`src/source/regbank_pkg.sv`:
```
// sizes, state encodings and shared types of the register bank
// address union, array commands and the AXI4-Lite write payload

package regbank_pkg;

   // bus word and byte lanes
   localparam int DATA_W = 32;
   localparam int STRB_W = 4;
   localparam int BYTE_W = DATA_W / STRB_W;

   // register storage
   localparam int REG_BYTES = 32;
   localparam int REG_WORDS = REG_BYTES / STRB_W;

   // address fields
   localparam int ADDR_W = 5;
   localparam int WORD_IDX_W = 3;
   localparam int LANE_W = 2;

   // slave FSM encoding
   localparam int STATE_W = 2;
   localparam logic [STATE_W-1:0] ST_IDLE = 2'd0;
   localparam logic [STATE_W-1:0] ST_WRITE_RESP = 2'd1;
   localparam logic [STATE_W-1:0] ST_READ_RESP = 2'd2;

   // one address word, seen either as a bus byte address
   // or as a word index with a byte lane below it
   typedef union packed {
      logic [ADDR_W-1:0] byte_addr;
      struct packed {
         logic [WORD_IDX_W-1:0] word_idx;
         logic [LANE_W-1:0]     lane;
      } word_lane;
   } regbank_addr_u;

   // write command into the array
   typedef struct packed {
      logic                en;
      regbank_addr_u       addr;
      logic [DATA_W-1:0]   data;
      logic [STRB_W-1:0]   strb;
   } regbank_wr_t;

   // read command into the array
   typedef struct packed {
      logic [WORD_IDX_W-1:0] word_idx;
   } regbank_rd_t;

   // bus side write payload, address and data channels together
   typedef struct packed {
      regbank_addr_u       awaddr;
      logic [DATA_W-1:0]   wdata;
      logic [STRB_W-1:0]   wstrb;
   } axil_wr_chan_t;

endpackage

```
`src/source/regbank_axil_fsm.sv`:
```
`timescale 1ns/100ps
// AXI4-Lite slave FSM of the register bank
// accepts one write pair or one read at a time and drives the array commands

module regbank_axil_fsm import regbank_pkg::*; (
   input  logic              clk_i,
   input  logic              rst_n_i,

   // write address and write data channels
   input  logic              awvalid_i,
   output logic              awready_o,
   input  logic              wvalid_i,
   output logic              wready_o,
   input  axil_wr_chan_t     wr_chan_i,

   // write response channel
   output logic              bvalid_o,
   input  logic              bready_i,

   // read address channel
   input  logic              arvalid_i,
   output logic              arready_o,
   input  regbank_addr_u     araddr_i,

   // read data channel
   output logic              rvalid_o,
   input  logic              rready_i,
   output logic [DATA_W-1:0] rdata_o,

   // array side
   output regbank_wr_t       wr_cmd_o,
   output regbank_rd_t       rd_cmd_o,
   input  logic [DATA_W-1:0] rd_word_i
);

   logic [STATE_W-1:0] state_q;
   logic [STATE_W-1:0] state_d;
   logic               in_idle;
   logic               wr_pair;
   logic               wr_accept;
   logic               rd_accept;
   logic [DATA_W-1:0]  rdata_q;

   assign in_idle = (state_q == ST_IDLE);

   // a write needs address and data present in the same cycle
   assign wr_pair = awvalid_i & wvalid_i;
   assign wr_accept = in_idle & wr_pair;

   // reads wait while a complete write pair is pending
   assign rd_accept = in_idle & arvalid_i & ~wr_pair;

   // readies follow the accept decision in the same cycle
   assign awready_o = wr_accept;
   assign wready_o = wr_accept;
   assign arready_o = rd_accept;

   // responses are pure state decodes
   assign bvalid_o = (state_q == ST_WRITE_RESP);
   assign rvalid_o = (state_q == ST_READ_RESP);
   assign rdata_o = rdata_q;

   // bus payload reaches the array only on the accept cycle
   always_comb begin
      wr_cmd_o = '0;
      if (wr_accept) begin
         wr_cmd_o.en = 1'b1;
         wr_cmd_o.addr = wr_chan_i.awaddr;
         wr_cmd_o.data = wr_chan_i.wdata;
         wr_cmd_o.strb = wr_chan_i.wstrb;
      end
   end

   // read word selected by the word part of the byte address
   assign rd_cmd_o.word_idx = araddr_i.word_lane.word_idx;

   // next state
   always_comb begin
      state_d = state_q;
      case (state_q)
         ST_IDLE: begin
            if (wr_accept) begin
               state_d = ST_WRITE_RESP;
            end else if (rd_accept) begin
               state_d = ST_READ_RESP;
            end
         end
         ST_WRITE_RESP: begin
            // hold bvalid until the master takes it
            if (bready_i) begin
               state_d = ST_IDLE;
            end
         end
         ST_READ_RESP: begin
            // hold rvalid and rdata until the master takes them
            if (rready_i) begin
               state_d = ST_IDLE;
            end
         end
         default: begin
            state_d = ST_IDLE;
         end
      endcase
   end

   always_ff @(posedge clk_i) begin
      if (!rst_n_i) begin
         state_q <= ST_IDLE;
      end else begin
         state_q <= state_d;
      end
   end

   // capture the array word on the read accept edge
   // writes from earlier edges are already in the array
   always_ff @(posedge clk_i) begin
      if (rd_accept) begin
         rdata_q <= rd_word_i;
      end
   end

endmodule

```
`src/source/regbank_array.sv`:
```
`timescale 1ns/100ps
// byte register array with strobed word writes
// and a combinational word read mux

module regbank_array import regbank_pkg::*; (
   input  logic              clk_i,
   input  logic              rst_n_i,

   // write side
   input  regbank_wr_t       wr_cmd_i,

   // read side
   input  regbank_rd_t       rd_cmd_i,
   output logic [DATA_W-1:0] rd_word_o
);

   // byte storage
   logic [BYTE_W-1:0] regs_q [REG_BYTES];

   // per byte write enables
   wire [REG_BYTES-1:0] wen;

   // storage flattened so a word is one contiguous slice
   wire [REG_BYTES*BYTE_W-1:0] regs_flat;

   // rows are words, columns are byte lanes
   genvar row;
   genvar col;

   generate
      for (row = 0; row < REG_WORDS; row = row + 1) begin : g_rows
         for (col = 0; col < STRB_W; col = col + 1) begin : g_cols

            // addressed word and its lane strobe
            assign wen[row*STRB_W+col] = wr_cmd_i.en
                                       & (wr_cmd_i.addr.word_lane.word_idx == WORD_IDX_W'(row))
                                       & wr_cmd_i.strb[col];

            always_ff @(posedge clk_i) begin
               if (!rst_n_i) begin
                  regs_q[row*STRB_W+col] <= '0;
               end else if (wen[row*STRB_W+col]) begin
                  regs_q[row*STRB_W+col] <= wr_cmd_i.data[col*BYTE_W +: BYTE_W];
               end
            end

            // lane 0 sits at the low end of the word
            assign regs_flat[(row*STRB_W+col)*BYTE_W +: BYTE_W] = regs_q[row*STRB_W+col];

         end
      end
   endgenerate

   // word read mux
   assign rd_word_o = regs_flat[rd_cmd_i.word_idx*DATA_W +: DATA_W];

endmodule

```
`src/source/regbank_top.sv`:
```
`timescale 1ns/100ps
// register bank top level
// AXI4-Lite slave FSM in front of the byte register array

module regbank_top import regbank_pkg::*; (
   input  logic              clk_i,
   input  logic              rst_n_i,

   // write address and write data channels
   input  logic              awvalid_i,
   output logic              awready_o,
   input  logic              wvalid_i,
   output logic              wready_o,
   input  axil_wr_chan_t     wr_chan_i,

   // write response channel
   output logic              bvalid_o,
   input  logic              bready_i,

   // read address channel
   input  logic              arvalid_i,
   output logic              arready_o,
   input  regbank_addr_u     araddr_i,

   // read data channel
   output logic              rvalid_o,
   input  logic              rready_i,
   output logic [DATA_W-1:0] rdata_o
);

   // commands from the FSM to the array
   regbank_wr_t       wr_cmd;
   regbank_rd_t       rd_cmd;

   // word returned by the array
   logic [DATA_W-1:0] rd_word;

   regbank_axil_fsm regbank_axil_fsm_inst (
      .clk_i     (clk_i),
      .rst_n_i   (rst_n_i),
      .awvalid_i (awvalid_i),
      .awready_o (awready_o),
      .wvalid_i  (wvalid_i),
      .wready_o  (wready_o),
      .wr_chan_i (wr_chan_i),
      .bvalid_o  (bvalid_o),
      .bready_i  (bready_i),
      .arvalid_i (arvalid_i),
      .arready_o (arready_o),
      .araddr_i  (araddr_i),
      .rvalid_o  (rvalid_o),
      .rready_i  (rready_i),
      .rdata_o   (rdata_o),
      .wr_cmd_o  (wr_cmd),
      .rd_cmd_o  (rd_cmd),
      .rd_word_i (rd_word)
   );

   regbank_array regbank_array_inst (
      .clk_i     (clk_i),
      .rst_n_i   (rst_n_i),
      .wr_cmd_i  (wr_cmd),
      .rd_cmd_i  (rd_cmd),
      .rd_word_o (rd_word)
   );

endmodule

```
`config.mk`:
```
export PLATFORM = sky130hd
export DESIGN_NAME = regbank_top
export DESIGN_NICKNAME = d
export VERILOG_FILES = /design/src/source/regbank_pkg.sv /design/src/source/regbank_axil_fsm.sv /design/src/source/regbank_array.sv /design/src/source/regbank_top.sv
export SDC_FILE = /design/constraint.sdc
export NUM_CORES = 1
export LEC_CHECK = 0
export BUFFER_PORTS_ARGS = -buffer_cell sky130_fd_sc_hd__clkbuf_2
export CORE_MARGIN = 4
export CORE_UTILIZATION = 45
export DETAILED_ROUTE_END_ITERATION = 12
export PLACE_DENSITY = 0.74
export SYNTH_ARGS = -nofsm -noshare
export SYNTH_HDL_FRONTEND = slang
export SYNTH_HIERARCHICAL = 1
export SYNTH_SLANG_ARGS = --single-unit
export TNS_END_PERCENT = 50
```
`constraint.sdc`:
```
create_clock -name clk_i -period 5.27 [get_ports clk_i]
set_clock_uncertainty 0.1 [all_clocks]
set_input_delay 0.527 -clock clk_i [delete_from_list [all_inputs] [get_ports clk_i]]
set_output_delay 0.527 -clock clk_i [all_outputs]
set_load 0.01 [all_outputs]
```
# == Word level (Yosys, flattened, before mapping) ==
# Memory sizes are Yosys's and may differ from the RTL's.
# Cells that the tools add are included.
# word_totals
register_bits,34
ram_bits,256
output_inout_bits,37
n_memories,1
# memory_table
memory,depth,word_bits,rd,rd_clocked_by_memory_dff,write_ports,line,text
regbank_array_inst.regs_q,32,8,32,0,32,regbank_array.sv:18,logic [BYTE_W-1:0] regs_q [REG_BYTES];
# op_classes
eq_ne,12
shifts,1
muxes,135
bitwise_logic,77
n_reduce_logical,3
# op_table
cell,n
two-way mux 8 bit,32
variable part select 256 x 9 -> 32 bit,1
two-way mux 1 bit,97
bitwise AND 1 bit,44
two-way mux 42 bit,1
OR 1 bit,32
equality test 3 bit (second input constant),4
two-way mux 2 bit,4
equality test 3 x 2 -> 1 bit (second input constant),2
one-hot mux 2 bit (3 select lines),1
inequality test 2 x 1 -> 1 bit (second input constant),2
equality test 3 x 1 -> 1 bit (second input constant),1
logical NOT 3 bit,1
inequality test 3 bit (second input constant),1
AND reduction 3 bit,1
equality test 2 x 1 -> 1 bit (second input constant),1
equality test 2 bit (second input constant),1
logical NOT 2 bit,1
NOT 1 bit,1

# == Logic depth before layout (Yosys ltp) ==
# logic_depth
word_depth,10
depth_mapped,9
ltp_nobuf,5

# == By module ==
# The synthesis kept the hierarchy.
# modules_own_cells
module,n_inst,cells_each,area_per_inst_um2,seq_area_each_um2
regbank_array,1,773,11736.3,7687.4
regbank_axil_fsm,1,96,1393.8,1001.0

# == Least setup slack after synthesis ==
# No wires, ideal clock.
# synth_timing
kind,in2out
startpoint,in awvalid_i
endpoint,out arready_o
arrival_ns,3.116
slack_ns,1.527
path_stages,3
path_buffers,0
cell_sequence,nand2_1 nand2_1 nor3_1
# synth_via
elab_chain_len,3
# synth_lines
item,line,text
from (decl),regbank_top.sv:10,"input logic awvalid_i,"
bitwise AND 1 bit,regbank_axil_fsm.sv:47,assign wr_pair = awvalid_i & wvalid_i;
NOT 1 bit,regbank_axil_fsm.sv:51,assign rd_accept = in_idle & arvalid_i & ~wr_pair;
bitwise AND 1 bit,regbank_axil_fsm.sv:51,
to (decl),regbank_top.sv:22,"output logic arready_o,"
# No other way between the ends.

==> impl_metrics.csv <==
group,metric,value,unit
setup_path,r2r_slack,2.19,ns
global_route,met3_usage,2.76,%
synthesis,netlist_area,13100,sq um
place,port_buffers,85,
hold_path,hold_path.class,"in2reg",
setup_path,cp_data_required_time,5.40,ns
clock_tree,postCtsSetupRepairBufs,0,
setup_path,critPathLaunch,"regbank_axil_fsm_inst/state_q[1]",
timing,max_slew_margin,19.5,%
global_route,gr-total-overflow,0,
route,num_vias,7751,
setup_path,worstPathCellList,"nor3_4, and2_1, nand4b_1, buf_4, nor3_1",
clock_tree,clk_pin_slew,0.06,ns
timing,rsz0062_at_grt,"no",
flow_run,max_cap_violations,0,
global_route,grt_pass1_wl,45.1,mm
global_route,grt_busiest_layer,"met2",
global_route,grt_pass1_vias,7749,
layout,syn2layout_area_growth,13.1,%
pwr,ir_worst_vdd,0.169,mV
clock_tree,h-tree-depth,1,
setup_path,crit_buf_inv,1,
clock_tree,clkSinkCount,290,
layout,fin_util,51.7,%
clock_tree,ctsHoldBuffers,0,
timing,fin_tns_setup,0,ns
floorplan,fp.dieW,179,um
clock_tree,clock_latency,0.53,ns
setup_path,endpoint_kind,"register",
floorplan,die_area,31900,sq um
layout,drive_gt1_share,24.9,%
synthesis,synthCells,867,
setup_path,crit_slowest_cell,"buf_4",
place,place_area,13900,sq um
place,gp_congestion,0.708,
clock_tree,cts_buffers,29,
timing,whs,0.204,ns
route,drt-pass1-iter-count,5,
timing,worst_pin_slew,1.21,ns
setup_path,crit_family,"simple AND/OR/NAND/NOR gates",
setup_path,worstSetupEndpoint,"regbank_array_inst/regs_q[0][120]",
timing,min_period_over_period,58.4,%
clock_tree,cts_resized,0,
floorplan,io_pins,90,
setup_path,reg2reg_depth,5,
setup_path,arrival,3.21,ns
layout,n_antenna_cell,0,
global_route,grtUsageMet1,25.5,%
place,dp_hpwl,17.0,mm
setup_path,crit_path_start_kind,"register",
timing,setup_viol,0,
floorplan,core,28700,sq um
pwr,cellLeakagePower,4.97,nW
route,drt_iter0_markers,680,
layout,nets,990,
layout,design_area,14800,sq um
run_status,outcome,"complete, no violations",
setup_path,criticalPathCategory,"reg2reg",
synthesis,synthesis.nets,920,
route,drc,0,
floorplan,start_util,45.7,%
synthesis,postSynthAreaPerCell,15.1,sq um
global_route,use_met2,31.2,%
synthesis,yosysWarnings,6,
setup_path,worstSetupPathDepth,5,
global_route,grt_max_degree,55,
timing,max_freq,325,MHz
clock_tree,cts_root_buf,"clkbuf_16",
setup_path,slowest_delay,0.71,ns
route,wl,29.1,mm
timing,slew_violations,0,
route,viasPerCell,5.78,
route,ant_nets,0,
timing,period_needed,3.08,ns
timing,hold_violations,0,
global_route,track_usage,18.4,%
setup_path,r2r-end,"regbank_array_inst/regs_q[0][120]",
setup_path,cp_max_fo,54,
setup_path,rr_startpoint,"regbank_axil_fsm_inst/state_q[1]",
clock_tree,cts_tree,"built",
route,wl_per_cell,21.7,um
pwr,powerDensity,337,nW/um^2
clock_tree,clock_path_buffers,3,
floorplan,fp-row-count,62,
floorplan,die_h,179,um
global_route,antenna_found_initial,2,
## per-layer routing
layer	part of all wire (%)	routed length, um
met1	42	12100
met2	50	14600
met3	6.2	1820
met4	1.9	556
met5	0.093	27
## worst reg2reg max path: stages, from the launching register on
cell	delay (ns)
dfxtp_1	0.37
nor3_4	0.49
and2_1	0.46
nand4b_1	0.51
buf_4	0.72
nor3_1	0.14
## flip-flops by register name (all words and copies together), names as in the netlist
signal	cells
regbank_array_inst/regs_q	256
regbank_axil_fsm_inst/state_q	2
regbank_axil_fsm_inst/rdata_o	32
## worst min path at each step
stage / startpoint / end / slack (ns) / cells after the start
2_1_floorplan: regbank_axil_fsm_inst/state_q[0] / regbank_axil_fsm_inst/state_q[1] / 0.42 / 1
3_3_place_gp: regbank_axil_fsm_inst/state_q[0] / regbank_axil_fsm_inst/state_q[1] / 0.47 / 1
3_5_place_dp: regbank_axil_fsm_inst/state_q[0] / regbank_axil_fsm_inst/state_q[1] / 0.47 / 1
4_1_cts: bready_i / regbank_axil_fsm_inst/state_q[0] / 0.19 / 3
5_1_grt: bready_i / regbank_axil_fsm_inst/state_q[0] / 0.22 / 3
6_report: bready_i / regbank_axil_fsm_inst/state_q[0] / 0.20 / 3
## report_power, final
part / leakage [nW] / switching [mW] / internal (mW)
registers: 2.97 / 0.0236 / 2.63
logic: 1.55 / 0.224 / 0.152
clock network: 0.445 / 0.826 / 1.15
## metrics by stage
step	instances	power [mW]	worst slack, ns
final	1342	5.00	2.19
after global routing	1342	5.17	1.92
after CTS	1342	5.04	2.22
after detailed placement	1290	3.08	1.96
after global placement	1290	3.07	2.04
after floorplan	867	2.94	1.53
## layout make-up
class / count / area (sq um)
sequential: 290 / 8690
clock buffer: 34 / 744
multi-input combinational: 454 / 3890
timing repair buffer: 125 / 728
tap: 384 / 480
inverter: 37 / 139
clock inverter: 18 / 164
fill: 2403 / 13900
## layout by cell type, fill, tap and decap left out, types with 17 or more instances in the layout
cell / n
edfxtp_1: 288
nor3_1: 256
clkbuf_2: 84
buf_4: 41
and2_1: 39
clkinv_1: 37
mux4_2: 37
clkbuf_16: 29
o21ai_0: 28
mux4_1: 27
mux2_2: 17
No activity file was read; power rests on OpenSTA's default activity.
